File: src/dmem_pkg.sv
package dmem_pkg;

    // ----------------------------------------------------------
    // Memory geometry
    // ----------------------------------------------------------

    // Data memory depth in 32-bit words
    localparam int DMEM_WORDS = 1024;
    // Word address width, 1024 words
    localparam int DMEM_AW    = $clog2(DMEM_WORDS);
    // Core data width
    localparam int XLEN       = 32;
    // One enable per byte lane
    localparam int BE_W       = XLEN / 8;

    // ----------------------------------------------------------
    // Port record types
    // ----------------------------------------------------------

    // Word address as seen by the memory ports
    typedef logic [DMEM_AW-1:0] word_addr_t;
    // Byte address from the load/store path, two offset bits below the word
    typedef logic [DMEM_AW+1:0] byte_addr_t;

    // Data word and byte enables
    typedef logic [XLEN-1:0]    data_t;
    typedef logic [BE_W-1:0]    be_t;

    // Access sizes
    // Same as funct3[1:0] of RISC-V loads and stores
    typedef enum logic [1:0] {
        SIZE_BYTE = 2'b00,
        SIZE_HALF = 2'b01,
        SIZE_WORD = 2'b10
    } access_size_e;

endpackage

File: src/fill_engine.sv
`timescale 1ns/1ps

module fill_engine (
    input  logic                 clock,
    input  logic                 arst_n,
    input  logic                 fill_start,
    input  dmem_pkg::word_addr_t fill_base,
    input  dmem_pkg::word_addr_t fill_count,
    input  dmem_pkg::data_t      fill_pattern,
    input  logic                 hold,
    output logic                 fill_busy,
    output logic                 fill_done,
    output dmem_pkg::word_addr_t wr_addr,
    output dmem_pkg::data_t      wr_data,
    output logic                 wr_en
);
    import dmem_pkg::*;

    // Words still to write, including the current one
    word_addr_t words_left;
    logic       last_word;

    assign last_word = (words_left == word_addr_t'(1));

    // Strobe stays up for the whole fill
    // Arbiter drops it while the host has the port
    assign wr_en = fill_busy;

    // ----------------------------------------------------------
    // Fill control
    // ----------------------------------------------------------
    always_ff @(posedge clock or negedge arst_n) begin
        if (!arst_n) begin
            fill_busy  <= 1'b0;
            fill_done  <= 1'b0;
            wr_addr    <= '0;
            words_left <= '0;
        end else begin
            // Done is a single-cycle pulse
            fill_done <= 1'b0;
            if (!fill_busy) begin
                // Start only from idle, a start while busy is dropped
                if (fill_start) begin
                    fill_busy  <= 1'b1;
                    wr_addr    <= fill_base;
                    words_left <= fill_count;
                end
            end else if (!hold) begin
                // Current word goes to memory on this edge
                if (last_word) begin
                    fill_busy <= 1'b0;
                    fill_done <= 1'b1;
                end else begin
                    wr_addr    <= wr_addr + 1'b1;
                    words_left <= words_left - 1'b1;
                end
            end
        end
    end

    // Pattern captured at start
    always_ff @(posedge clock) begin
        if (fill_start && !fill_busy) begin
            wr_data <= fill_pattern;
        end
    end

endmodule

File: config.mk
export PLATFORM = sky130hd
export DESIGN_NAME = fill_engine
export DESIGN_NICKNAME = d
export VERILOG_FILES = /design/src/dmem_pkg.sv /design/src/fill_engine.sv
export SDC_FILE = /design/constraint.sdc
export NUM_CORES = 1
export LEC_CHECK = 0
export ABC_CLOCK_PERIOD_IN_PS = 3250
export BUFFER_PORTS_ARGS = -buffer_cell sky130_fd_sc_hd__buf_2
export CAP_MARGIN = 15
export CORE_MARGIN = 2
export CORE_UTILIZATION = 48
export CTS_CLUSTER_SIZE = 16
export DETAILED_ROUTE_END_ITERATION = 10
export MAX_ROUTING_LAYER = met4
export PLACE_DENSITY = 0.85
export SYNTH_ARGS = -nofsm -noshare
export SYNTH_HDL_FRONTEND = slang
export SYNTH_SLANG_ARGS = --single-unit
File: constraint.sdc
create_clock -name clock -period 3.25 [get_ports clock]
set_input_delay 0.1625 -clock clock [delete_from_list [all_inputs] [get_ports clock]]
set_output_delay 0.1625 -clock clock [all_outputs]
set_load 0.02 [all_outputs]
==> impl_metrics.toml, run 1 <==
[detailed_routing]
antenna_left = 0
drt-initial-drc-count = 132
dr.pass1.iters = 4
wirelength_um = 5600
drc = 0
viasPerCell = 5.55
wl_per_cell_um = 15.3
vias = 2031

[die]
die_y_um = 75.0
fp.coreArea_sq_um = 4790
die_w_um = 75.0
placementRows = 25
ios = 101
initial_utilization = 0.505
die_area_sq_um = 5620

[clock_network]
cts-root-buf = "clkbuf_8"
cts_hold_buf = 1
cts_tree = "done"
cts_buffers = 5
clkLatencyLatePin_ns = 0.30
clk_pin_slew_ns = 0.10
htreeDepth = 2
cts_sinks = 54
cts_resized = 0
clockBufferDepth = 2
post_cts_buffers = 0

[pwr]
leakagePower_nw = 1.35
p_sw_uw = 707
p_comb_frac = 0.308
seq_power_share = 0.477
internal-power_mw = 1.35
p_total_mw = 2.05
pwr-share-clk = 0.215
power.density_nw_per_um2 = 664
swShare = 0.344
ir_drop_mv = 0.457

[sta]
hold_viol = 0
fin_crit_sh = 0.708
layout_min_cycle_time_ns = 2.30
setup_viol = 0
max_slew_margin = 0.574
slew_viol_final = 0
fin_skew_ns = 0.00965
rsz0062_at_grt = "no"
fin_ws_ns = 0.948
tightest_slew_ns = 0.636
fmax_ghz = 0.434
tns_ns = 0

[placed_design]
placed_area_sq_um = 2970
port_buffers = 100
place_congestion = 0.887
dp_hpwl_um = 4090
dp_worst_setup_slack_ns = 0.996

[synth]
ys_types = 48
seq_area_frac_synth = 0.625
yosys.area.top_type = "edfxtp_1"
yosys.area.top_type_share = 0.398
ys_ff_latch = 54
syn_nets = 255
yosysMostFrequentCell = "edfxtp_1"
synth-edff-count = 32
ys_top_cells_by_count = "32 x edfxtp_1, 22 x dfrtp_1, 17 x o21ai_0, 14 x nor2_1, 13 x nand2_1"
synthesis.area_sq_um = 2420
synth_flop_cell = "edfxtp_1"
ys_top_cells_by_area = "edfxtp_1 40%, dfrtp_1 23%, o21ai_0 3.5%, mux2i_1 2.5%, nor2_1 2.2%"
synth_area_per_cell_sq_um = 12.3
yosysWarnings = 0
async_flop_share = 0.407
synthCells = 196

[finish]
area_delta_synth_final_pct = 28.0
finalInstanceArea_sq_um = 3090
post_route_cells_drive_above_1_share = 0.411
diodes = 0
nNetsFinal = 357

[worst_setup_path]
cp-end-kind = "flop"
arrival_ns = 2.50
cp.required_ns = 3.45
cp_max_fo = 12
cp-start-kind = "flop"
critPathKind = "reg -> reg"

[global_route]
grt_pass1_wl_um = 8770
grt_max_degree = 40
met2_usage = 0.334
grt_use_met1 = 0.269
grt.overflow.total = 0
antenna_found_initial = 0
met3_usage = 0.0415
grt_pass1_vias = 1956
grt.busiest_layer = "met2"
grt_use_total = 0.213

[worst_hold_path]
hp-class = "in -> reg"

[flow_run]
drv_cap = 0

[status]
status = "completed"
through the flow:
| stage | instances | utilization | hold WS, ns |
|---|---|---|---|
| global placement | 357 | 0.621 | 0.155 |
| detailed placement | 357 | 0.621 | 0.158 |
| global route | 366 | 0.647 | 0.00727 |
| CTS | 366 | 0.647 | 0.0216 |
| finish | 366 | 0.647 | 0.0289 |
| floorplan | 196 | - | -0.133 |
power by group through the flow:
stage / Sequential [mW] / Clock [mW] / Combinational, mW
floorplan: 1.01 / 0 / 0.410
global placement: 0.987 / 0 / 0.615
detailed placement: 0.986 / 0 / 0.630
CTS: 0.973 / 0.454 / 0.631
global route: 1.00 / 0.482 / 0.704
finish: 0.980 / 0.442 / 0.633
cell type report:
type	instances	area [sq um]
inverters	5	18.8
repair buffers	104	533
flip-flops and latches	54	1510
clock buffers	5	68.8
well taps	67	83.8
clock inverters	3	43.8
multi-input cells	128	835
fillers	381	1690
routing by layer:
| metal | share of wire | routed length [um] |
|---|---|---|
| met5 | 0 | 0 |
| met4 | 0.022 | 123 |
| met3 | 0.091 | 511 |
| met2 | 0.48 | 2670 |
| met1 | 0.41 | 2300 |
critical path, cell delays in order (launching register included):
cell	delay (ns)
dfrtp_1	0.55
nand2b_1	0.44
clkinv_1	0.16
nor2_1	0.46
buf_4	0.24
nor2_4	0.06
o221a_2	0.29
final timing paths:
kind / cells after the start / slack (ns) / end / from
worst max register to register: 6 / 0.95 / words_left[3] / fill_busy
worst min-delay path: 1 / 0.03 / wr_data[1] / fill_pattern[1]
max in group asynchronous: 2 / 2.56 / fill_done / arst_n
worst min register to register: 2 / 0.55 / words_left[9] / words_left[9]
min in group asynchronous: 2 / 0.34 / wr_addr[8] / arst_n
worst max-delay path: 6 / 0.95 / words_left[3] / fill_busy
cell families after synthesis:
| logic type | synth area share |
|---|---|
| AND/OR/NAND/NOR | 0.166 |
| AO/OA/AOI/OAI | 0.139 |
| buffers and inverters | 0.0295 |
| flip-flops | 0.625 |
| multiplexers | 0.0248 |
| adder cells (fa/ha/maj) | 0.0155 |
sequential cells by signal, summed over array words and instances (netlist names):
name        flops
fill_busy       1
fill_done       1
words_left     10
wr_addr        10
wr_data        32
placed cells by master (no fill, tap or decap), drive strengths merged, types with 2 or more instances in the layout:
cell type,instances
buf,103
edfxtp,32
dfrtp,22
o21ai,17
nor2,15
nand2,13
nand3,10
a21oi,9
nand2b,7
mux2i,6
nor3,6
clkbuf,5
inv,5
nor4,4
or4,4
o31ai,3
o221a,3
ha,3
nand4b,2
a211oi,2
a32oi,2
a31oi,2
nor4b,2
clkinv,2
o31a,2
No activity file was read; power rests on OpenSTA's default activity.
==> inputs of run 2 (changes only) <==
--- a/config.mk
+++ b/config.mk
@@ -5,7 +5,7 @@
 export SDC_FILE = /design/constraint.sdc
 export NUM_CORES = 1
 export LEC_CHECK = 0
-export ABC_CLOCK_PERIOD_IN_PS = 3250
+export ABC_CLOCK_PERIOD_IN_PS = 2200
 export BUFFER_PORTS_ARGS = -buffer_cell sky130_fd_sc_hd__buf_2
 export CAP_MARGIN = 15
 export CORE_MARGIN = 2
==> constraint.sdc (replaced) <==
create_clock -name clock -period 2.2 [get_ports clock]
set_input_delay 0.11 -clock clock [delete_from_list [all_inputs] [get_ports clock]]
set_output_delay 0.11 -clock clock [all_outputs]
set_load 0.02 [all_outputs]
==> run 2 against run 1 <==
Against the previous run: cell count grew 11%; critical path depth unchanged; maximum frequency rose by 11%; first-iteration DRC count down 28%; sequential share of layout area fell by 5.5 points; highest routed layer unchanged.
==> impl_metrics.toml, run 2 (synthesis results as in run 1) <==
[worst_setup_path]
r2r_start = "words_left[1]"
crit_family = "simple AND/OR/NAND/NOR gates"
cpPeakStageDelay_ns = 0.51
cp_max_fo = 8
cp-start-kind = "flop"
cp.required_ns = 2.40
ff2ff_setup_slack_ns = 0.12
arrival_ns = 2.28
cp-end-kind = "flop"
cp_slowest_cell = "nor4b_4"
path_buf_inv = 1
crit_start = "words_left[1]"
cp_cell_sequence = "inv_1 -> ha_1 -> nor4b_1 -> nor4b_4 -> nor2_4 -> o221a_2"
critPathKind = "reg -> reg"

[sta]
fmax_ghz = 0.481
layout_min_cycle_time_ns = 2.08
max_slew_margin = 0.649
tightest_slew_ns = 0.527
fin_crit_sh = 0.946
hold_viol = 0
fin_skew_ns = 0.00571
slew_viol_final = 0
fin_ws_ns = 0.119
setup_viol = 0

[finish]
fin_cells = 408
reg.largest.list = "wr_data x32, words_left x10, wr_addr x10"
post_route_cells_drive_above_1_share = 0.390
mostFrequentLayoutCell = "buf_2"
finalInstanceArea_sq_um = 3490
diodes = 0
final_core_util = 0.729
area_delta_synth_final_pct = 44.4
nNetsFinal = 399
largest_reg_flops = 32
top_register = "wr_data"
final_cell_mix = "100 x buf_2, 33 x dlygate4sd3_1, 32 x edfxtp_1"

[placed_design]
placed_area_sq_um = 3040
port_buffers = 100
dp_cells = 366
dp_hpwl_um = 4390
place_congestion = 0.933
dp_worst_setup_slack_ns = 0.173

[clock_network]
clkLatencyLatePin_ns = 0.31
cts_sinks = 54
clockBufferDepth = 2
clk_pin_slew_ns = 0.09
cts_tree = "done"
cts_buffers = 5
cts_resized = 0
cts-root-buf = "clkbuf_8"
htreeDepth = 2

[detailed_routing]
dr.pass1.iters = 4
drc = 0
wirelength_um = 6530
antenna_left = 0
viasPerCell = 5.35
drt-initial-drc-count = 95
wl_per_cell_um = 16.0
vias = 2182

[pwr]
p_total_mw = 3.12
power.density_nw_per_um2 = 895
leakagePower_nw = 1.53
ir_drop_mv = 0.654

[global_route]
grt_pass1_wl_um = 10200
grt_pass1_vias = 2175
grt_max_degree = 28
antenna_found_initial = 0
grt_use_total = 0.248
grt.overflow.total = 0

[flow_run]
drv_cap = 0

[die]
fp.coreArea_sq_um = 4790
die_w_um = 75.0
ios = 101
die_area_sq_um = 5620
initial_utilization = 0.505
placementRows = 25
die_y_um = 75.0

[worst_hold_path]
hp-class = "in -> reg"
hold_path.startpoint = "fill_base[6]"

[status]
status = "completed"
run 2: cell count changes in the layout (fill, tap and decap cells not counted), sizes merged:
cell         before  now
dlygate4sd3       1   33
buf             103  113
run 2: cell type report:
cell class | count | area [sq um]
clock buffer | 5 | 68.8
clock inverter | 3 | 42.5
fill | 374 | 1300
inverter | 5 | 20.0
multi-input combinational | 128 | 835
sequential | 54 | 1510
tap | 67 | 83.8
timing repair buffer | 146 | 928
run 2: where the power goes:
group          total, mW  switching (mW)  internal, mW
combinational       1.01           0.527         0.483
clock              0.670           0.330         0.340
sequential          1.44           0.221          1.22
total               3.12            1.08          2.05
run 2: through the flow:
stage | hold slack (ns) | setup TNS [ns]
4_1_cts | 0.00928 | 0
2_1_floorplan | -0.186 | 0
3_3_place_gp | 0.114 | 0
5_1_grt | 0.0209 | -0.00384
3_5_place_dp | 0.118 | 0
6_report | 0.0108 | 0
run 2: path summary, 6_finish.rpt:
path	endpoint	depth (start not counted)
max	words_left[3]	6
min reg2reg	words_left[9]	2
max reg2reg	words_left[3]	6
min	wr_addr[6]	3
min in group asynchronous	words_left[2]	2
max in group asynchronous	words_left[9]	2
run 2: routing by layer:
metal	vias up	GRT usage	routed length (um)
li1	1039	-	-
met1	1026	0.308	2500
met2	107	0.413	3430
met3	10	0.0482	530
met4	0	0.0734	68
met5	-	-	0
run 2: worst register-to-register path: cells and delay by family, from the launching register on:
kind                     cells  cell delay [ns]
AO/OA/AOI/OAI                1             0.28
adder cells (fa/ha/maj)      1             0.14
buffers and inverters        1             0.11
flip-flops                   1             0.40
AND/OR/NAND/NOR              3             1.05
run 2: repair_timing:
action,in CTS,in global routing
buffers inserted,0,1
endpoints found under the setup margin,0,3
hold endpoints to repair,54,0
hold buffers,33,0
