==> src/dmem_pkg.sv <==
package dmem_pkg;

    // ----------------------------------------------------------
    // Memory geometry
    // ----------------------------------------------------------

    // Data memory depth in 32-bit words
    localparam int DMEM_WORDS = 1024;
    // Word address width, 1024 words
    localparam int DMEM_AW    = $clog2(DMEM_WORDS);
    // Core data width
    localparam int XLEN       = 32;
    // One enable per byte lane
    localparam int BE_W       = XLEN / 8;

    // ----------------------------------------------------------
    // Port record types
    // ----------------------------------------------------------

    // Word address as seen by the memory ports
    typedef logic [DMEM_AW-1:0] word_addr_t;
    // Byte address from the load/store path, two offset bits below the word
    typedef logic [DMEM_AW+1:0] byte_addr_t;

    // Data word and byte enables
    typedef logic [XLEN-1:0]    data_t;
    typedef logic [BE_W-1:0]    be_t;

    // Access sizes
    // Same as funct3[1:0] of RISC-V loads and stores
    typedef enum logic [1:0] {
        SIZE_BYTE = 2'b00,
        SIZE_HALF = 2'b01,
        SIZE_WORD = 2'b10
    } access_size_e;

endpackage

==> src/dmem_port_if.sv <==
`timescale 1ns/1ps

interface dmem_port_if;
    import dmem_pkg::*;

    // Word address of the access
    word_addr_t addr;
    // Write data, byte lane i in bits [8*i+7:8*i]
    data_t      wdata;
    // Lane enables, only looked at on writes
    be_t        byteena;
    // Write strobe, low means read
    logic       wren;
    // Registered read result
    data_t      q;

    // Side that issues accesses
    modport master (
        output addr,
        output wdata,
        output byteena,
        output wren,
        input  q
    );

    // Memory side
    modport mem (
        input  addr,
        input  wdata,
        input  byteena,
        input  wren,
        output q
    );

endinterface

==> src/port_b_arbiter.sv <==
`timescale 1ns/1ps

module port_b_arbiter (
    input  logic                 clock,
    input  logic                 arst_n,
    input  logic                 host_en,
    input  logic                 host_wren,
    input  dmem_pkg::word_addr_t host_addr,
    input  dmem_pkg::data_t      host_wdata,
    input  dmem_pkg::be_t        host_byteena,
    input  dmem_pkg::word_addr_t fill_addr,
    input  dmem_pkg::data_t      fill_data,
    input  logic                 fill_wren,
    output logic                 hold,
    output dmem_pkg::data_t      host_rdata,
    output logic                 host_rvalid,
    dmem_port_if.master          mem
);
    import dmem_pkg::*;

    // Host has fixed priority, the fill engine waits
    assign hold = host_en;

    // ----------------------------------------------------------
    // Port b mux
    // ----------------------------------------------------------
    always_comb begin
        if (host_en) begin
            mem.addr    = host_addr;
            mem.wdata   = host_wdata;
            mem.byteena = host_byteena;
            mem.wren    = host_wren;
        end else begin
            // Fill always writes whole words
            mem.addr    = fill_addr;
            mem.wdata   = fill_data;
            mem.byteena = {BE_W{1'b1}};
            mem.wren    = fill_wren;
        end
    end

    // Only host reads produce a valid
    // Idle cycles of the fill side also read port b, those are ignored
    always_ff @(posedge clock or negedge arst_n) begin
        if (!arst_n) begin
            host_rvalid <= 1'b0;
        end else begin
            host_rvalid <= host_en & ~host_wren;
        end
    end

    assign host_rdata = mem.q;

endmodule
==> src/flat_wrapper.sv <==
// flat-port wrapper written by rule: the top's interface ports become plain ports
module port_b_arbiter_flat import dmem_pkg::*;
  (clock, arst_n, host_en, host_wren, host_addr, host_wdata, host_byteena, fill_addr, fill_data, fill_wren, hold, host_rdata, host_rvalid, mem_addr, mem_wdata, mem_byteena, mem_wren, mem_q);
  dmem_port_if mem_i ();
  input  logic clock;
  input  logic arst_n;
  input  logic host_en;
  input  logic host_wren;
  input  dmem_pkg::word_addr_t host_addr;
  input  dmem_pkg::data_t host_wdata;
  input  dmem_pkg::be_t host_byteena;
  input  dmem_pkg::word_addr_t fill_addr;
  input  dmem_pkg::data_t fill_data;
  input  logic fill_wren;
  output logic hold;
  output dmem_pkg::data_t host_rdata;
  output logic host_rvalid;
  output wire logic [$bits(mem_i.addr)-1:0] mem_addr;
  output wire logic [$bits(mem_i.wdata)-1:0] mem_wdata;
  output wire logic [$bits(mem_i.byteena)-1:0] mem_byteena;
  output wire logic [$bits(mem_i.wren)-1:0] mem_wren;
  input wire logic [$bits(mem_i.q)-1:0] mem_q;
  assign mem_addr = mem_i.addr;
  assign mem_wdata = mem_i.wdata;
  assign mem_byteena = mem_i.byteena;
  assign mem_wren = mem_i.wren;
  assign mem_i.q = mem_q;
  port_b_arbiter u_core (.clock(clock), .arst_n(arst_n), .host_en(host_en), .host_wren(host_wren), .host_addr(host_addr), .host_wdata(host_wdata), .host_byteena(host_byteena), .fill_addr(fill_addr), .fill_data(fill_data), .fill_wren(fill_wren), .hold(hold), .host_rdata(host_rdata), .host_rvalid(host_rvalid), .mem(mem_i));
endmodule
==> config.mk <==
export PLATFORM = sky130hd
export DESIGN_NAME = port_b_arbiter_flat
export DESIGN_NICKNAME = d
export VERILOG_FILES = /design/src/dmem_pkg.sv /design/src/dmem_port_if.sv /design/src/port_b_arbiter.sv /design/src/flat_wrapper.sv
export SDC_FILE = /design/constraint.sdc
export NUM_CORES = 1
export LEC_CHECK = 0
export BUFFER_PORTS_ARGS = -buffer_cell sky130_fd_sc_hd__clkbuf_2
export CORE_AREA = 2 2 79 81
export CTS_BUF_LIST = sky130_fd_sc_hd__clkbuf_8
export CTS_CLUSTER_SIZE = 10
export DETAILED_ROUTE_END_ITERATION = 10
export DIE_AREA = 0 0 81 83
export PLACE_DENSITY = 0.6
export SYNTH_ARGS = -nofsm -noshare
export SYNTH_HDL_FRONTEND = slang
export SYNTH_SLANG_ARGS = --single-unit
==> constraint.sdc <==
create_clock -name clock -period 0.8 [get_ports clock]
set_clock_uncertainty 0.1 [all_clocks]
set_input_delay 0.04 -clock clock [delete_from_list [all_inputs] [get_ports clock]]
set_output_delay 0.04 -clock clock [all_outputs]
set_load 0.005 [all_outputs]
==> qor.csv, run 1 <==
metric,value,unit
critical path class,in2out,
pre-CTS setup slack,-0.210,ns
final hold vios,0,
initial antenna violation count,0,
first-pass GRT wire length,5.38,mm
Worst path most repeated cell,clkbuf_16,
Mapped Area,888,um2
worst hold path type,in2reg,
crit-path max FO,7,
clock-pin slew on the worst setup and hold paths,0,ns
fin cells,306,
family with the most delay on the worst path,buffers and inverters,
Core Rows,28,
Max VDD drop,0.276,mV
period utilisation layout,1.15,
WL/cell,12.5,um
CP arrival,0.78,ns
CP peak stage delay,0.29,ns
Critical Path RT,0.66,ns
Post-Syn Area per Cell,10.2,um2
Die Wd,81,um
Worst Setup SP,host_en,
Nets,358,
Leak,1.21,nW
number of global-route vias before repair,1112,
GPL Wtd Cong,0.656,
"Power, Total",0.00114,W
ys async rst share,1.00,
Synth Instances,87,
Vias per Instance,3.84,
Top reg by flops,u_core.host_rvalid,
First DRT Iteration DRCs,12,
number of port buffers,141,
Slew @ Worst Pin,0.115,ns
"Net Count, Synth",212,
most frequent cell after synthesis,buf_4,
via count,1174,
largest net degree at the start of global routing,13,
die area,0.00672,mm2
DRT antenna net count,0,
count of different cell masters after synthesis,8,
maximum capacitance violations,0,
Regs by FF count,u_core.host_rvalid x1,
worst path cell trace,"clkbuf_16, clkbuf_16, mux2_4, clkbuf_2",
count of pins over their slew limit,0,
max reg flops,1,
Power Density,556,mW/mm2
1st-pass router iterations,3,
Post-synth EDFFs,0,
Max Fclk,1080,MHz
final setup vio count,47,
violated checks,setup timing,
CP max stage cell,mux2_4,
sequential cell area fraction in the yosys report,0.0282,
post-layout util,0.353,
worst rel slew slack,0.923,
register bit total from synthesis,1,
buffer and inverter count on the worst path,3,
worst hold margin,0.148,ns
Synth top area share,0.355,
Area contributors post-synth,"mux2_2, buf_4, mux2_4, buf_6, dfrtp_1",
initial core utilization,0.153,
Syn-to-layout area delta,131,%
final WL,3.83,mm
status,"finished, violations left",
Congestion Overflow GR,0,
share of cells above drive strength 1,0.840,
core area,0.00582,mm2
antenna cells,0,
startpoint type of the worst setup path,primary input,
Post-DP HPWL,2.40,mm
RSZ-0062 raised after global routing,yes,
CP endpoint kind,output port,
final worst slack,-0.124,ns
die height,83,um
yosys warns,0,
DRC violations left,0,
fin crit period,0.924,ns
"area leader, netlist",mux2_2,
Synth Flop Type,dfrtp_1,
DP Cell Count,267,
worst hold path startpoint,host_wren,
I/O pins,206,
synth cell count leaders,"buf_4, mux2_2, mux2_4",
GRT Total Usage,0.0976,
-- final cells by class --
type / count / area [um2]
fill: 621 / 3760
tap: 75 / 93.8
sequential: 1 / 25.0
multi-input combinational: 48 / 692
timing repair buffer: 182 / 1240
-- per-layer routing --
layer	share of wire	up-vias	track usage
met4	0	0	0
met3	0.11	0	0.00652
met1	0.33	523	0.118
li1	-	558	-
met2	0.55	93	0.193
met5	0	-	0
-- metrics by stage --
stage / cell area (um2) / setup TNS (ns)
after floorplan: 888 / 0
after global placement: 1440 / -7.07
after detailed placement: 1440 / -7.46
after CTS: 2010 / -4.89
after global routing: 2050 / -5.79
final: 2050 / -4.72
-- report_power, final --
group	internal, W	switching (W)	total (W)
clock network	0	0	0
logic	0.000745	0.000341	0.00109
registers	0.0000540	0.000000517	0.0000545
total	0.000799	0.000341	0.00114
-- logic make-up (layout without fill, tap and decap cells) --
| kind of cell | Yosys count | count (layout) | synth area share |
|---|---|---|---|
| multiplexers | 43 | 43 | 0.608 |
| buffers and inverters | 38 | 182 | 0.328 |
| AND/OR/NAND/NOR | 5 | 5 | 0.0352 |
| flip-flops | 1 | 1 | 0.0282 |
-- final timing paths --
path	slack, ns	to	depth (start not counted)
setup / recovery	-0.12	mem_wdata[27]	4
hold / removal	0.15	u_core.host_rvalid	2
max in group asynchronous	0.26	u_core.host_rvalid	2
min in group asynchronous	0.26	u_core.host_rvalid	2
-- timing repair --
action | in CTS | in global routing
hold buffers | 33 | 0
gates cloned | 4 | 1
gates resized for setup | 36 | 3
hold endpoints to repair | 33 | 0
buffers inserted | 1 | 0
endpoints found under the setup margin | 43 | 48
-- cell usage in the layout, fill, tap and decap left out --
cell	count
clkbuf_16	2
dfrtp_1	1
buf_2	1
nand2b_1	3
nor2b_4	1
mux2_4	43
clkbuf_2	139
dlygate4sd3_1	33
buf_12	2
nand2b_4	1
buf_6	1
buf_16	4
Note: power is estimated with default switching activity, not from simulation.
==> run 2, diff against run 1 <==
--- a/config.mk
+++ b/config.mk
@@ -5,13 +5,14 @@
 export SDC_FILE = /design/constraint.sdc
 export NUM_CORES = 1
 export LEC_CHECK = 0
+export ABC_AREA = 1
 export BUFFER_PORTS_ARGS = -buffer_cell sky130_fd_sc_hd__clkbuf_2
-export CORE_AREA = 2 2 79 81
+export CORE_AREA = 2 2 80 82
 export CTS_BUF_LIST = sky130_fd_sc_hd__clkbuf_8
 export CTS_CLUSTER_SIZE = 10
 export DETAILED_ROUTE_END_ITERATION = 10
-export DIE_AREA = 0 0 81 83
-export PLACE_DENSITY = 0.6
+export DIE_AREA = 0 0 82 84
+export PLACE_DENSITY = 0.58
 export SYNTH_ARGS = -nofsm -noshare
 export SYNTH_HDL_FRONTEND = slang
 export SYNTH_SLANG_ARGS = --single-unit
==> run 2 against run 1 <==
  * The flow now finishes without violations
  * Combinational power is 15% lower
  * Die area is 2.5% higher
  * Utilization is 4.8 points lower
  * Critical path depth is 3 lower
  * Hold slack worse by 0.038 ns
  * Routed wire length is 6.7% higher
  * Sequential cell count stayed put
  * Global-route usage is 0.73 points lower
  * Area after synthesis is 3.1% lower
  * Design area is 9.3% lower
  * Synthesized cell count is 110% higher
  * Critical path type unchanged
==> qor.csv, run 2 <==
metric,value,unit
"commonest non-fill, non-tap cell in the layout",clkbuf_2,
max reg flops,1,
synth cell count leaders,"nand2_1, buf_4, buf_2",
final worst slack,0.0540,ns
"commonest non-fill, non-tap cells in the layout","clkbuf_2, nand2_1, dlygate4sd3_1",
Synth top area share,0.580,
"Net Count, Synth",307,
"area leader, netlist",nand2_1,
I/O pins,206,
die height,84,um
Post-synth EDFFs,0,
WL/cell,10.2,um
First DRT Iteration DRCs,5,
period utilisation layout,0.932,
clock-pin slew on the worst setup and hold paths,0,ns
count of pins over their slew limit,0,
pre-CTS setup slack,-0.0179,ns
core area,0.00610,mm2
Die Wd,82,um
CP max stage cell,dlygate4sd3_1,
status,finished clean,
CP arrival,0.61,ns
RSZ-0062 raised after global routing,no,
startpoint type of the worst setup path,primary input,
Max Fclk,1340,MHz
Congestion Overflow GR,0,
Post-Syn Area per Cell,4.73,um2
share of cells above drive strength 1,0.469,
"Power, Total",0.000985,W
Top reg by flops,u_core.host_rvalid,
Vias per Instance,3.82,
Max VDD drop,0.249,mV
crit-path max FO,1,
worst hold path type,in2reg,
# fillers,680,
via count,1524,
Core Rows,29,
maximum capacitance violations,0,
1st-pass router iterations,4,
initial core utilization,0.141,
Slew @ Worst Pin,0.139,ns
critical path class,in2out,
Power Density,529,mW/mm2
DRT antenna net count,0,
Leak,1.24,nW
Nets,449,
buffer and inverter count on the worst path,1,
largest net degree at the start of global routing,29,
Syn-to-layout area delta,116,%
family with the most delay on the worst path,buffers and inverters,
GPL Wtd Cong,0.683,
fin crit period,0.746,ns
ys async rst share,1.00,
antenna cells,0,
Worst Hold Path EP,u_core.host_rvalid,
Critical Path RT,0.66,ns
Post-DP HPWL,2.76,mm
CP peak stage delay,0.57,ns
first-pass GRT wire length,5.27,mm
register bit total from synthesis,1,
most frequent cell after synthesis,nand2_1,
worst path cell trace,dlygate4sd3_1,
GRT Total Usage,0.0903,
final setup TNS,0,ns
initial antenna violation count,0,
final WL,4.09,mm
DP Area,0.00142,mm2
Final Instance Area,0.00186,mm2
worst rel slew slack,0.907,
Synth Instances,182,
Regs by FF count,u_core.host_rvalid x1,
number of global-route vias before repair,1324,
final hold vios,0,
count of different cell masters after synthesis,8,
Hold Path Depth,2,
Mapped Area,861,um2
CP endpoint kind,output port,
worst hold path startpoint,host_wren,
yosys warns,0,
number of port buffers,141,
DRC violations left,0,
Area contributors post-synth,"nand2_1, buf_4, buf_6, buf_2, dfrtp_1",
die area,0.00689,mm2
sequential cell area fraction in the yosys report,0.0291,
final setup vio count,0,
Synth Flop Type,dfrtp_1,
run 2: cell count changes after synthesis:
cell,change
nand2b_1,-4
mux2_2,-28
inv_2,+1
nor2_1,+1
buf_4,+1
nor2b_1,-1
inv_1,+4
nand2_1,+133
buf_2,+3
mux2_4,-15
run 2: metal layers:
layer | part of all wire | vias to the layer above | track usage | routed length [um]
met3 | 0.098 | 0 | 0.00866 | 401
met5 | 0 | - | 0 | 0
li1 | - | 780 | - | -
met2 | 0.55 | 102 | 0.203 | 2240
met1 | 0.35 | 642 | 0.0845 | 1440
met4 | 0 | 0 | 0.00455 | 0
run 2: layout make-up:
type,instances,area (um2),area share
inverters,5,31.3,0.0168
multi-input cells,134,505,0.272
flip-flops and latches,1,25.0,0.0134
well taps,77,96.3,0.0517
repair buffers,182,1200,0.647
run 2: report_power, final:
group	internal (W)	leakage [nW]	switching, W	total [W]
clock network	0	0	0	0
logic	0.000543	1.22	0.000387	0.000930
registers	0.0000540	0.0129	0.000000549	0.0000546
run 2: timing repair:
| action | CTS | global route |
|---|---|---|
| setup endpoints to repair | 33 | 42 |
| cloned | 0 | 4 |
| buffers inserted | 0 | 0 |
| gates resized for setup | 2 | 6 |
| hold buffers | 33 | 0 |
| hold endpoints to repair | 33 | 0 |
run 2: metrics by stage:
| stage | utilization | cells | hold slack (ns) |
|---|---|---|---|
| final | 0.305 | 399 | 0.110 |
| after global routing | 0.305 | 399 | 0.122 |
| after CTS | 0.288 | 395 | 0.112 |
| after detailed placement | 0.232 | 362 | -0.281 |
| after global placement | 0.232 | 362 | -0.282 |
| after floorplan | - | 182 | -0.356 |
run 2: cells by family (layout without fill, tap and decap cells):
family | after synthesis | after routing | synth area share
buffers and inverters | 47 | 187 | 0.387
DFF | 1 | 1 | 0.0291
and+or+nand+nor | 134 | 134 | 0.584
run 2: worst max-delay path by stage:
stage / slack [ns] / to / cells after the start / startpoint
6_report: 0.05 / host_rdata[14] / 1 / mem_q[14]
5_1_grt: 0.01 / mem_wdata[4] / 6 / host_en
2_1_floorplan: 0.24 / mem_addr[0] / 4 / host_en
3_3_place_gp: -0.008 / mem_addr[9] / 6 / host_en
4_1_cts: 0.02 / mem_wdata[28] / 5 / host_en
3_5_place_dp: -0.02 / mem_addr[3] / 6 / host_en
