`src/dmem_pkg.sv`:
```
package dmem_pkg;

    // ----------------------------------------------------------
    // Memory geometry
    // ----------------------------------------------------------

    // Data memory depth in 32-bit words
    localparam int DMEM_WORDS = 1024;
    // Word address width, 1024 words
    localparam int DMEM_AW    = $clog2(DMEM_WORDS);
    // Core data width
    localparam int XLEN       = 32;
    // One enable per byte lane
    localparam int BE_W       = XLEN / 8;

    // ----------------------------------------------------------
    // Port record types
    // ----------------------------------------------------------

    // Word address as seen by the memory ports
    typedef logic [DMEM_AW-1:0] word_addr_t;
    // Byte address from the load/store path, two offset bits below the word
    typedef logic [DMEM_AW+1:0] byte_addr_t;

    // Data word and byte enables
    typedef logic [XLEN-1:0]    data_t;
    typedef logic [BE_W-1:0]    be_t;

    // Access sizes
    // Same as funct3[1:0] of RISC-V loads and stores
    typedef enum logic [1:0] {
        SIZE_BYTE = 2'b00,
        SIZE_HALF = 2'b01,
        SIZE_WORD = 2'b10
    } access_size_e;

endpackage

```
`src/dmem_port_if.sv`:
```
`timescale 1ns/1ps

interface dmem_port_if;
    import dmem_pkg::*;

    // Word address of the access
    word_addr_t addr;
    // Write data, byte lane i in bits [8*i+7:8*i]
    data_t      wdata;
    // Lane enables, only looked at on writes
    be_t        byteena;
    // Write strobe, low means read
    logic       wren;
    // Registered read result
    data_t      q;

    // Side that issues accesses
    modport master (
        output addr,
        output wdata,
        output byteena,
        output wren,
        input  q
    );

    // Memory side
    modport mem (
        input  addr,
        input  wdata,
        input  byteena,
        input  wren,
        output q
    );

endinterface

```
`src/lsu_access.sv`:
```
`timescale 1ns/1ps

module lsu_access (
    input  logic                   clock,
    input  logic                   arst_n,
    input  logic                   load_en,
    input  logic                   store_en,
    input  dmem_pkg::byte_addr_t   addr,
    input  dmem_pkg::access_size_e size,
    input  logic                   load_unsigned,
    input  dmem_pkg::data_t        store_data,
    output dmem_pkg::data_t        load_data,
    output logic                   load_valid,
    dmem_port_if.master            mem
);
    import dmem_pkg::*;

    logic [1:0]   byte_off;
    // Load attributes delayed to line up with mem.q
    logic [1:0]   off_q;
    access_size_e size_q;
    logic         unsigned_q;
    // Addressed lanes picked out of the read word
    logic [7:0]   ld_byte;
    logic [15:0]  ld_half;

    // ----------------------------------------------------------
    // Request side
    // ----------------------------------------------------------

    // Offset bits beyond the access size are simply ignored
    assign byte_off = addr[1:0];
    assign mem.addr = addr[DMEM_AW+1:2];
    assign mem.wren = store_en;

    // Lane enables and store data replicated into every lane
    always_comb begin
        case (size)
            SIZE_BYTE: begin
                mem.byteena = be_t'(1) << byte_off;
                mem.wdata   = {BE_W{store_data[7:0]}};
            end
            SIZE_HALF: begin
                mem.byteena = byte_off[1] ? be_t'(4'b1100) : be_t'(4'b0011);
                mem.wdata   = {2{store_data[15:0]}};
            end
            default: begin
                mem.byteena = '1;
                mem.wdata   = store_data;
            end
        endcase
    end

    // ----------------------------------------------------------
    // Load return
    // ----------------------------------------------------------

    // One cycle, same as the memory read register
    always_ff @(posedge clock or negedge arst_n) begin
        if (!arst_n) begin
            load_valid <= 1'b0;
        end else begin
            load_valid <= load_en;
        end
    end

    // Attributes only move on a load, back-to-back loads each get their own
    always_ff @(posedge clock) begin
        if (load_en) begin
            off_q      <= byte_off;
            size_q     <= size;
            unsigned_q <= load_unsigned;
        end
    end

    // Align addressed lanes down to bit 0
    assign ld_byte = mem.q[8*off_q +: 8];
    assign ld_half = off_q[1] ? mem.q[XLEN-1:16] : mem.q[15:0];

    // Sign fill is forced to zero for unsigned loads
    always_comb begin
        case (size_q)
            SIZE_BYTE: load_data = {{(XLEN-8){ld_byte[7] & ~unsigned_q}}, ld_byte};
            SIZE_HALF: load_data = {{(XLEN-16){ld_half[15] & ~unsigned_q}}, ld_half};
            default:   load_data = mem.q;
        endcase
    end

endmodule

```
`src/flat_wrapper.sv`:
```
// flat-port wrapper written by rule: the top's interface ports become plain ports
module lsu_access_flat import dmem_pkg::*;
  (clock, arst_n, load_en, store_en, addr, size, load_unsigned, store_data, load_data, load_valid, mem_addr, mem_wdata, mem_byteena, mem_wren, mem_q);
  dmem_port_if mem_i ();
  input  logic clock;
  input  logic arst_n;
  input  logic load_en;
  input  logic store_en;
  input  dmem_pkg::byte_addr_t addr;
  input  dmem_pkg::access_size_e size;
  input  logic load_unsigned;
  input  dmem_pkg::data_t store_data;
  output dmem_pkg::data_t load_data;
  output logic load_valid;
  output wire logic [$bits(mem_i.addr)-1:0] mem_addr;
  output wire logic [$bits(mem_i.wdata)-1:0] mem_wdata;
  output wire logic [$bits(mem_i.byteena)-1:0] mem_byteena;
  output wire logic [$bits(mem_i.wren)-1:0] mem_wren;
  input wire logic [$bits(mem_i.q)-1:0] mem_q;
  assign mem_addr = mem_i.addr;
  assign mem_wdata = mem_i.wdata;
  assign mem_byteena = mem_i.byteena;
  assign mem_wren = mem_i.wren;
  assign mem_i.q = mem_q;
  lsu_access u_core (.clock(clock), .arst_n(arst_n), .load_en(load_en), .store_en(store_en), .addr(addr), .size(size), .load_unsigned(load_unsigned), .store_data(store_data), .load_data(load_data), .load_valid(load_valid), .mem(mem_i));
endmodule
```
`config.mk`:
```
export PLATFORM = sky130hd
export DESIGN_NAME = lsu_access_flat
export DESIGN_NICKNAME = d
export VERILOG_FILES = /design/src/dmem_pkg.sv /design/src/dmem_port_if.sv /design/src/lsu_access.sv /design/src/flat_wrapper.sv
export SDC_FILE = /design/constraint.sdc
export NUM_CORES = 1
export LEC_CHECK = 0
export BUFFER_PORTS_ARGS = -buffer_cell sky130_fd_sc_hd__buf_2
export CAP_MARGIN = 20
export CORE_MARGIN = 2
export CORE_UTILIZATION = 37
export DETAILED_ROUTE_END_ITERATION = 10
export PLACE_DENSITY = 0.88
export REMOVE_ABC_BUFFERS = 1
export SLEW_MARGIN = 15
export SYNTH_ARGS = -nofsm -noshare
export SYNTH_HDL_FRONTEND = slang
export SYNTH_SLANG_ARGS = --single-unit
```
`constraint.sdc`:
```
create_clock -name clock -period 2.5 [get_ports clock]
set_input_delay 0.125 -clock clock [delete_from_list [all_inputs] [get_ports clock]]
set_output_delay 0.125 -clock clock [all_outputs]
set_load 0.005 [all_outputs]
```
==> flow_summary.json, run 1 <==
{
  "firstDrtPassIters": 6,
  "fin_ws_ns": 0.344,
  "path_clk_slew_ns": 0.04,
  "synthDistinctLibCells": 26,
  "synth_flop_cell": "edfxtp_1",
  "die_area_um2": 4440,
  "fillCellCount": 336,
  "run_status": "complete, no violations",
  "cts_buffers": 3,
  "dp.final_hpwl_um": 4180,
  "p_sw_w": 0.000255,
  "async_flop_share_pct": 16.7,
  "crit_chain": "nor2b_1 -> buf_4 -> mux2i_1 -> o22a_1 -> buf_2",
  "drive_gt1_share_pct": 51.9,
  "min_period_ns": 2.16,
  "cap_viol_max_count": 0,
  "slew_headroom_pct": 54.9,
  "vias_per_cell": 5.41,
  "power_frac_seq_pct": 18.4,
  "vdd_drop_max_uv": 438,
  "finalWirelength_um": 5190,
  "wl_per_cell_um": 15.1,
  "synth_top_area_cell": "mux2i_1",
  "swShare_pct": 36.4,
  "grt_overflow": 0,
  "dieHeight_um": 66.6,
  "powerDensity_nw_per_um2": 337,
  "design_area_um2": 2080,
  "cts_resized": 0,
  "final_nets": 379,
  "tightest_slew_ns": 0.674,
  "htreeDepth": 1,
  "clockBufferDepth": 2,
  "design.core.area_um2": 3720,
  "tns_ns": 0,
  "ys_ff_latch": 6,
  "synth_edf_count": 5,
  "min_path_type": "in -> reg",
  "grt_max_degree": 34,
  "grt_antenna_before_repair": 0,
  "rsz0062_at_grt": "false",
  "crit_type": "reg -> out",
  "cpMaxStageDelayCell": "edfxtp_1",
  "worstSetupEndpointType": "output pin",
  "fin_util_pct": 56.0,
  "die_x_um": 66.6,
  "syn_area_um2": 1450,
  "start_util_pct": 39.0,
  "cts_sinks": 6,
  "pwr-share-comb_pct": 60.1,
  "finalCritPeriodShare_pct": 86.3,
  "pwr-share-clk_pct": 21.4,
  "critical_path.max_fanout": 14,
  "synthTopCellsByCount": "mux2i_1 (25), nand2_1 (23), o21ai_1 (23)",
  "setup_viol": 0,
  "yosys.area.top_type_share_pct": 17.3,
  "port_buffers": 140,
  "critPathRequiredTime_ns": 2.38,
  "root_buffer": "clkbuf_8",
  "post-place-ws_ns": 0.645,
  "postPlaceCellArea_um2": 2030,
  "via_count": 1854,
  "gp_congestion": 0.824,
  "area_delta_synth_final_pct": 43.5,
  "grt_usage_pct": 22.0,
  "drt_iter0_markers": 139,
  "p_leak_nw": 1.11,
  "final_hold_viol_count": 0,
  "worst_path_largest_cell_delay_ns": 0.60,
  "avgSynthCellArea_um2": 8.01,
  "yosysMostFrequentCell": "mux2i_1",
  "cp-start-kind": "register",
  "drc_errors": 0,
  "ant_nets": 0,
  "yosysSeqAreaShare_pct": 12.1,
  "rows": 22,
  "grt_pass1_vias": 1710,
  "p_int_w": 0.000446,
  "max_freq_mhz": 464,
  "syn_inst": 181,
  "yosys_warnings": 0,
  "cts_tree": "done",
  "cp.arrival_ns": 2.03,
  "drv_slew": 0,
  "ios": 163,
  "grt_pass1_wl_um": 7620,
  "antenna_cells": 0,
  "synth_area_leaders": "mux2i_1 (17%), buf_4 (10%), edfxtp_1 (10%)"
}
[cells in the final DEF, fill, tap and decap left out, types with 2 or more instances in the layout]
cell type and n:
nor2_1 4, o22a_1 7, inv_1 4, clkbuf_8 3, a221o_1 8, mux2i_1 25
nor2b_1 10, buf_2 140, o21bai_1 2, o21ai_1 23, a21o_1 2, a22o_1 9
edfxtp_1 5, buf_4 3, nand2_1 23, mux2_1 11, mux2_2 5
[worst paths after layout]
kind / start / end / slack (ns) / depth (start not counted)
setup / recovery: u_core.size_q[0] / load_data[0] / 0.34 / 5
hold / removal: load_unsigned / u_core.unsigned_q / 0.09 / 1
max in group asynchronous: arst_n / u_core.load_valid / 2.20 / 2
min in group asynchronous: arst_n / u_core.load_valid / 0.22 / 2
[sequential cells by signal, indices dropped and copies added (netlist names)]
signal,flops
u_core.unsigned_q,1
u_core.load_valid,1
u_core.size_q,2
u_core.off_q,2
[through the flow]
stage | power, W | hold WS [ns] | cells
2_1_floorplan | 0.000330 | -0.171 | 147
3_3_place_gp | 0.000541 | -0.0990 | 338
3_5_place_dp | 0.000549 | -0.0945 | 338
4_1_cts | 0.000703 | 0.0994 | 343
5_1_grt | 0.000751 | 0.0935 | 343
6_report | 0.000701 | 0.0938 | 343
[what timing repair did]
| action | 4_1_cts | 5_1_grt |
|---|---|---|
| hold buffers | 1 | 0 |
| setup buffers | 0 | 0 |
| hold endpoints to repair | 1 | 0 |
| setup endpoints to repair | 0 | 0 |
[cells by family (layout without fill, tap and decap cells)]
group	after synthesis	in the layout	share of synthesized area (%)
and+or+nand+nor	39	39	13.4
DFF	6	6	12.1
AOI/OAI and AO/OA	56	56	28.0
buffers and inverters	38	152	15.4
muxes	42	42	31.2
[power groups by stage]
stage / Sequential [W] / Clock, W / Combinational (W)
after CTS: 0.000129 / 0.000152 / 0.000422
after floorplan: 0.000142 / 0 / 0.000188
after global routing: 0.000130 / 0.000159 / 0.000462
final: 0.000129 / 0.000150 / 0.000422
after detailed placement: 0.000130 / 0 / 0.000418
after global placement: 0.000130 / 0 / 0.000411
[layout make-up]
class,count,area (um^2),area share (%)
clock buffer,4,45.0,2.16
inverter,4,15.0,0.722
multi-input combinational,137,1050,50.6
sequential,6,175,8.42
tap,48,60.1,2.89
timing repair buffer,144,733,35.2
[layer usage]
metal  track usage, %  routed length (um)
met4             3.32                  72
met1             22.5                1960
met5             6.94                   0
met2             43.1                2550
met3             6.76                 613
[critical path: cells and delay by family, from the launching register on]
family                 cells  cell delay [ns]
DFF                        1             0.60
and+or+nand+nor            1             0.46
buffers and inverters      2             0.36
muxes                      1             0.21
AOI/OAI and AO/OA          1             0.19
No activity file was read; power rests on OpenSTA's default activity.
==> run 2: changes to the inputs <==
--- a/config.mk
+++ b/config.mk
@@ -10,9 +10,9 @@
 export CORE_MARGIN = 2
 export CORE_UTILIZATION = 37
 export DETAILED_ROUTE_END_ITERATION = 10
-export PLACE_DENSITY = 0.88
+export PLACE_DENSITY = 0.87
 export REMOVE_ABC_BUFFERS = 1
-export SLEW_MARGIN = 15
+export SLEW_MARGIN = 20
 export SYNTH_ARGS = -nofsm -noshare
 export SYNTH_HDL_FRONTEND = slang
 export SYNTH_SLANG_ARGS = --single-unit
==> constraint.sdc (replaced) <==
create_clock -name clock -period 2.5 [get_ports clock]
set_input_delay 0.125 -clock clock [delete_from_list [all_inputs] [get_ports clock]]
set_output_delay 0.125 -clock clock [all_outputs]
set_load 0.05 [all_outputs]
==> run 2 against run 1 <==
Compared with the run above:
- sequential share of layout area unchanged
- utilization unchanged
- fmax shrank 4.0%
- critical path depth is the same
- combinational power increased by 87%
- count of clock-buffer cells in the layout is the same
- cell count is the same
- worst hold slack worse by 0.0067 ns
- worst setup slack worse by 0.090 ns
- global-route usage decreased by 0.78 points
- via count shrank 0.11%
==> flow_summary.json, run 2 (same netlist as run 1, synthesis figures left out) <==
{
  "postPlaceCellArea_um2": 2030,
  "post-place-ws_ns": 0.514,
  "power_frac_seq_pct": 12.6,
  "dp.cells": 338,
  "cp.arrival_ns": 2.12,
  "ant_nets": 0,
  "powerDensity_nw_per_um2": 516,
  "port_buffers": 140,
  "die_area_um2": 4440,
  "postCtsSetupBuffers": 0,
  "hold_end": "u_core.unsigned_q",
  "finalCritPeriodShare_pct": 89.9,
  "multiInputGateArea_um2": 1050,
  "grt_usage_pct": 21.2,
  "antenna_cells": 0,
  "cts_buffers": 3,
  "pwr-share-comb_pct": 73.4,
  "grt_max_degree": 31,
  "top_regs": "u_core.off_q: 2 flops, u_core.size_q: 2 flops",
  "vias_per_cell": 5.40,
  "worst_path_largest_cell_delay_ns": 0.60,
  "finalWirelength_um": 5170,
  "critical_path.max_fanout": 14,
  "cp-start-kind": "register",
  "min_period_ns": 2.25,
  "crit_chain": "nor2b_1 -> buf_4 -> mux2i_1 -> o22a_1 -> buf_2",
  "grt_pass1_vias": 1705,
  "start_util_pct": 39.0,
  "grt_antenna_before_repair": 0,
  "stdcell_count": 343,
  "vdd_drop_max_uv": 272,
  "regArea_um2": 175,
  "run_status": "complete, no violations",
  "min_path_cells": 1,
  "cts_sinks": 6,
  "slew_headroom_pct": 55.4,
  "htreeDepth": 1,
  "root_buffer": "clkbuf_8",
  "area_delta_synth_final_pct": 43.5,
  "rsz0062_at_grt": "false",
  "dp.final_hpwl_um": 4170,
  "design.core.area_um2": 3720,
  "drv_slew": 0,
  "p_int_w": 0.000450,
  "ios": 163,
  "max_freq_mhz": 445,
  "cap_viol_max_count": 0,
  "drc_errors": 0,
  "fin_ws_ns": 0.253,
  "critical-path-top-delay-family": "flip-flops",
  "drt_iter0_markers": 124,
  "cts_tree": "done",
  "final_nets": 379,
  "tightest_slew_ns": 0.666,
  "clockBufferDepth": 2,
  "swShare_pct": 58.1,
  "layout_common_cells": "buf_2 (140), mux2i_1 (25), nand2_1 (23), o21ai_1 (23), mux2_1 (11)",
  "die_x_um": 66.6,
  "p_leak_nw": 1.11,
  "rows": 22,
  "gp_congestion": 0.827,
  "min_path_type": "in -> reg",
  "fillCellCount": 355,
  "grt_pass1_wl_um": 7390,
  "via_count": 1852,
  "dieHeight_um": 66.6,
  "firstDrtPassIters": 4,
  "worstSetupEndpointType": "output pin",
  "wl_per_cell_um": 15.1,
  "cpMaxStageDelayCell": "edfxtp_1",
  "critPathRequiredTime_ns": 2.38,
  "p_sw_w": 0.000624,
  "cts_resized": 0,
  "grt_overflow": 0,
  "pwr-share-clk_pct": 14.0,
  "drive_gt1_share_pct": 51.9,
  "design_area_um2": 2080,
  "layout_commonest_cell": "buf_2",
  "cp_num_buf_inv": 2,
  "path_clk_slew_ns": 0.04,
  "min_from": "load_unsigned",
  "final_hold_viol_count": 0,
  "setup_viol": 0,
  "crit_type": "reg -> out"
}
run 2: cell counts in the layout (fill, tap and decap cells not counted):
No cell type changed its count.
run 2: power by group through the flow:
stage	combinational, W	clock [W]	sequential, W
4_1_cts	0.000788	0.000153	0.000135
6_report	0.000788	0.000150	0.000135
3_5_place_dp	0.000784	0	0.000136
3_3_place_gp	0.000780	0	0.000135
2_1_floorplan	0.000534	0	0.000145
5_1_grt	0.000827	0.000161	0.000136
run 2: per-layer routing:
layer	vias up	GRT usage, %	wire length (um)	share of wire, %
met5	-	0	0	0
li1	886	-	-	-
met1	817	21.7	1840	36
met3	8	8.28	705	14
met2	141	39.3	2550	49
met4	0	6.38	78	1.5
run 2: repair_timing:
action / CTS / global route
endpoints found under the setup margin: 0 / 0
hold endpoints to repair: 1 / 0
hold buffers: 1 / 0
run 2: through the flow:
stage                     power, W  hold slack, ns  util [%]  TNS (ns)
after floorplan           0.000679          -0.171         -    -0.190
after global placement    0.000915         -0.0986      54.5         0
after detailed placement  0.000921         -0.0973      54.5         0
after CTS                  0.00108          0.0835      56.0         0
after global routing       0.00112          0.0805      56.0         0
final                      0.00107          0.0870      56.0         0
run 2: worst max path at each step:
stage                          start      endpoint  slack [ns]  depth (start not counted)
floorplan           u_core.size_q[1]  load_data[7]       -0.19                          3
global placement    u_core.size_q[0]  load_data[7]        0.55                          4
detailed placement  u_core.size_q[0]  load_data[0]        0.51                          5
CTS                 u_core.size_q[0]  load_data[0]        0.26                          5
global route        u_core.size_q[0]  load_data[7]        0.12                          4
finish              u_core.size_q[0]  load_data[0]        0.25                          5
run 2: final cells by class:
cell class,count,share of cell area [%]
clock buffers,4,2.16
inverters,4,0.722
multi-input cells,137,50.6
flip-flops and latches,6,8.42
well taps,48,2.89
repair buffers,144,35.2
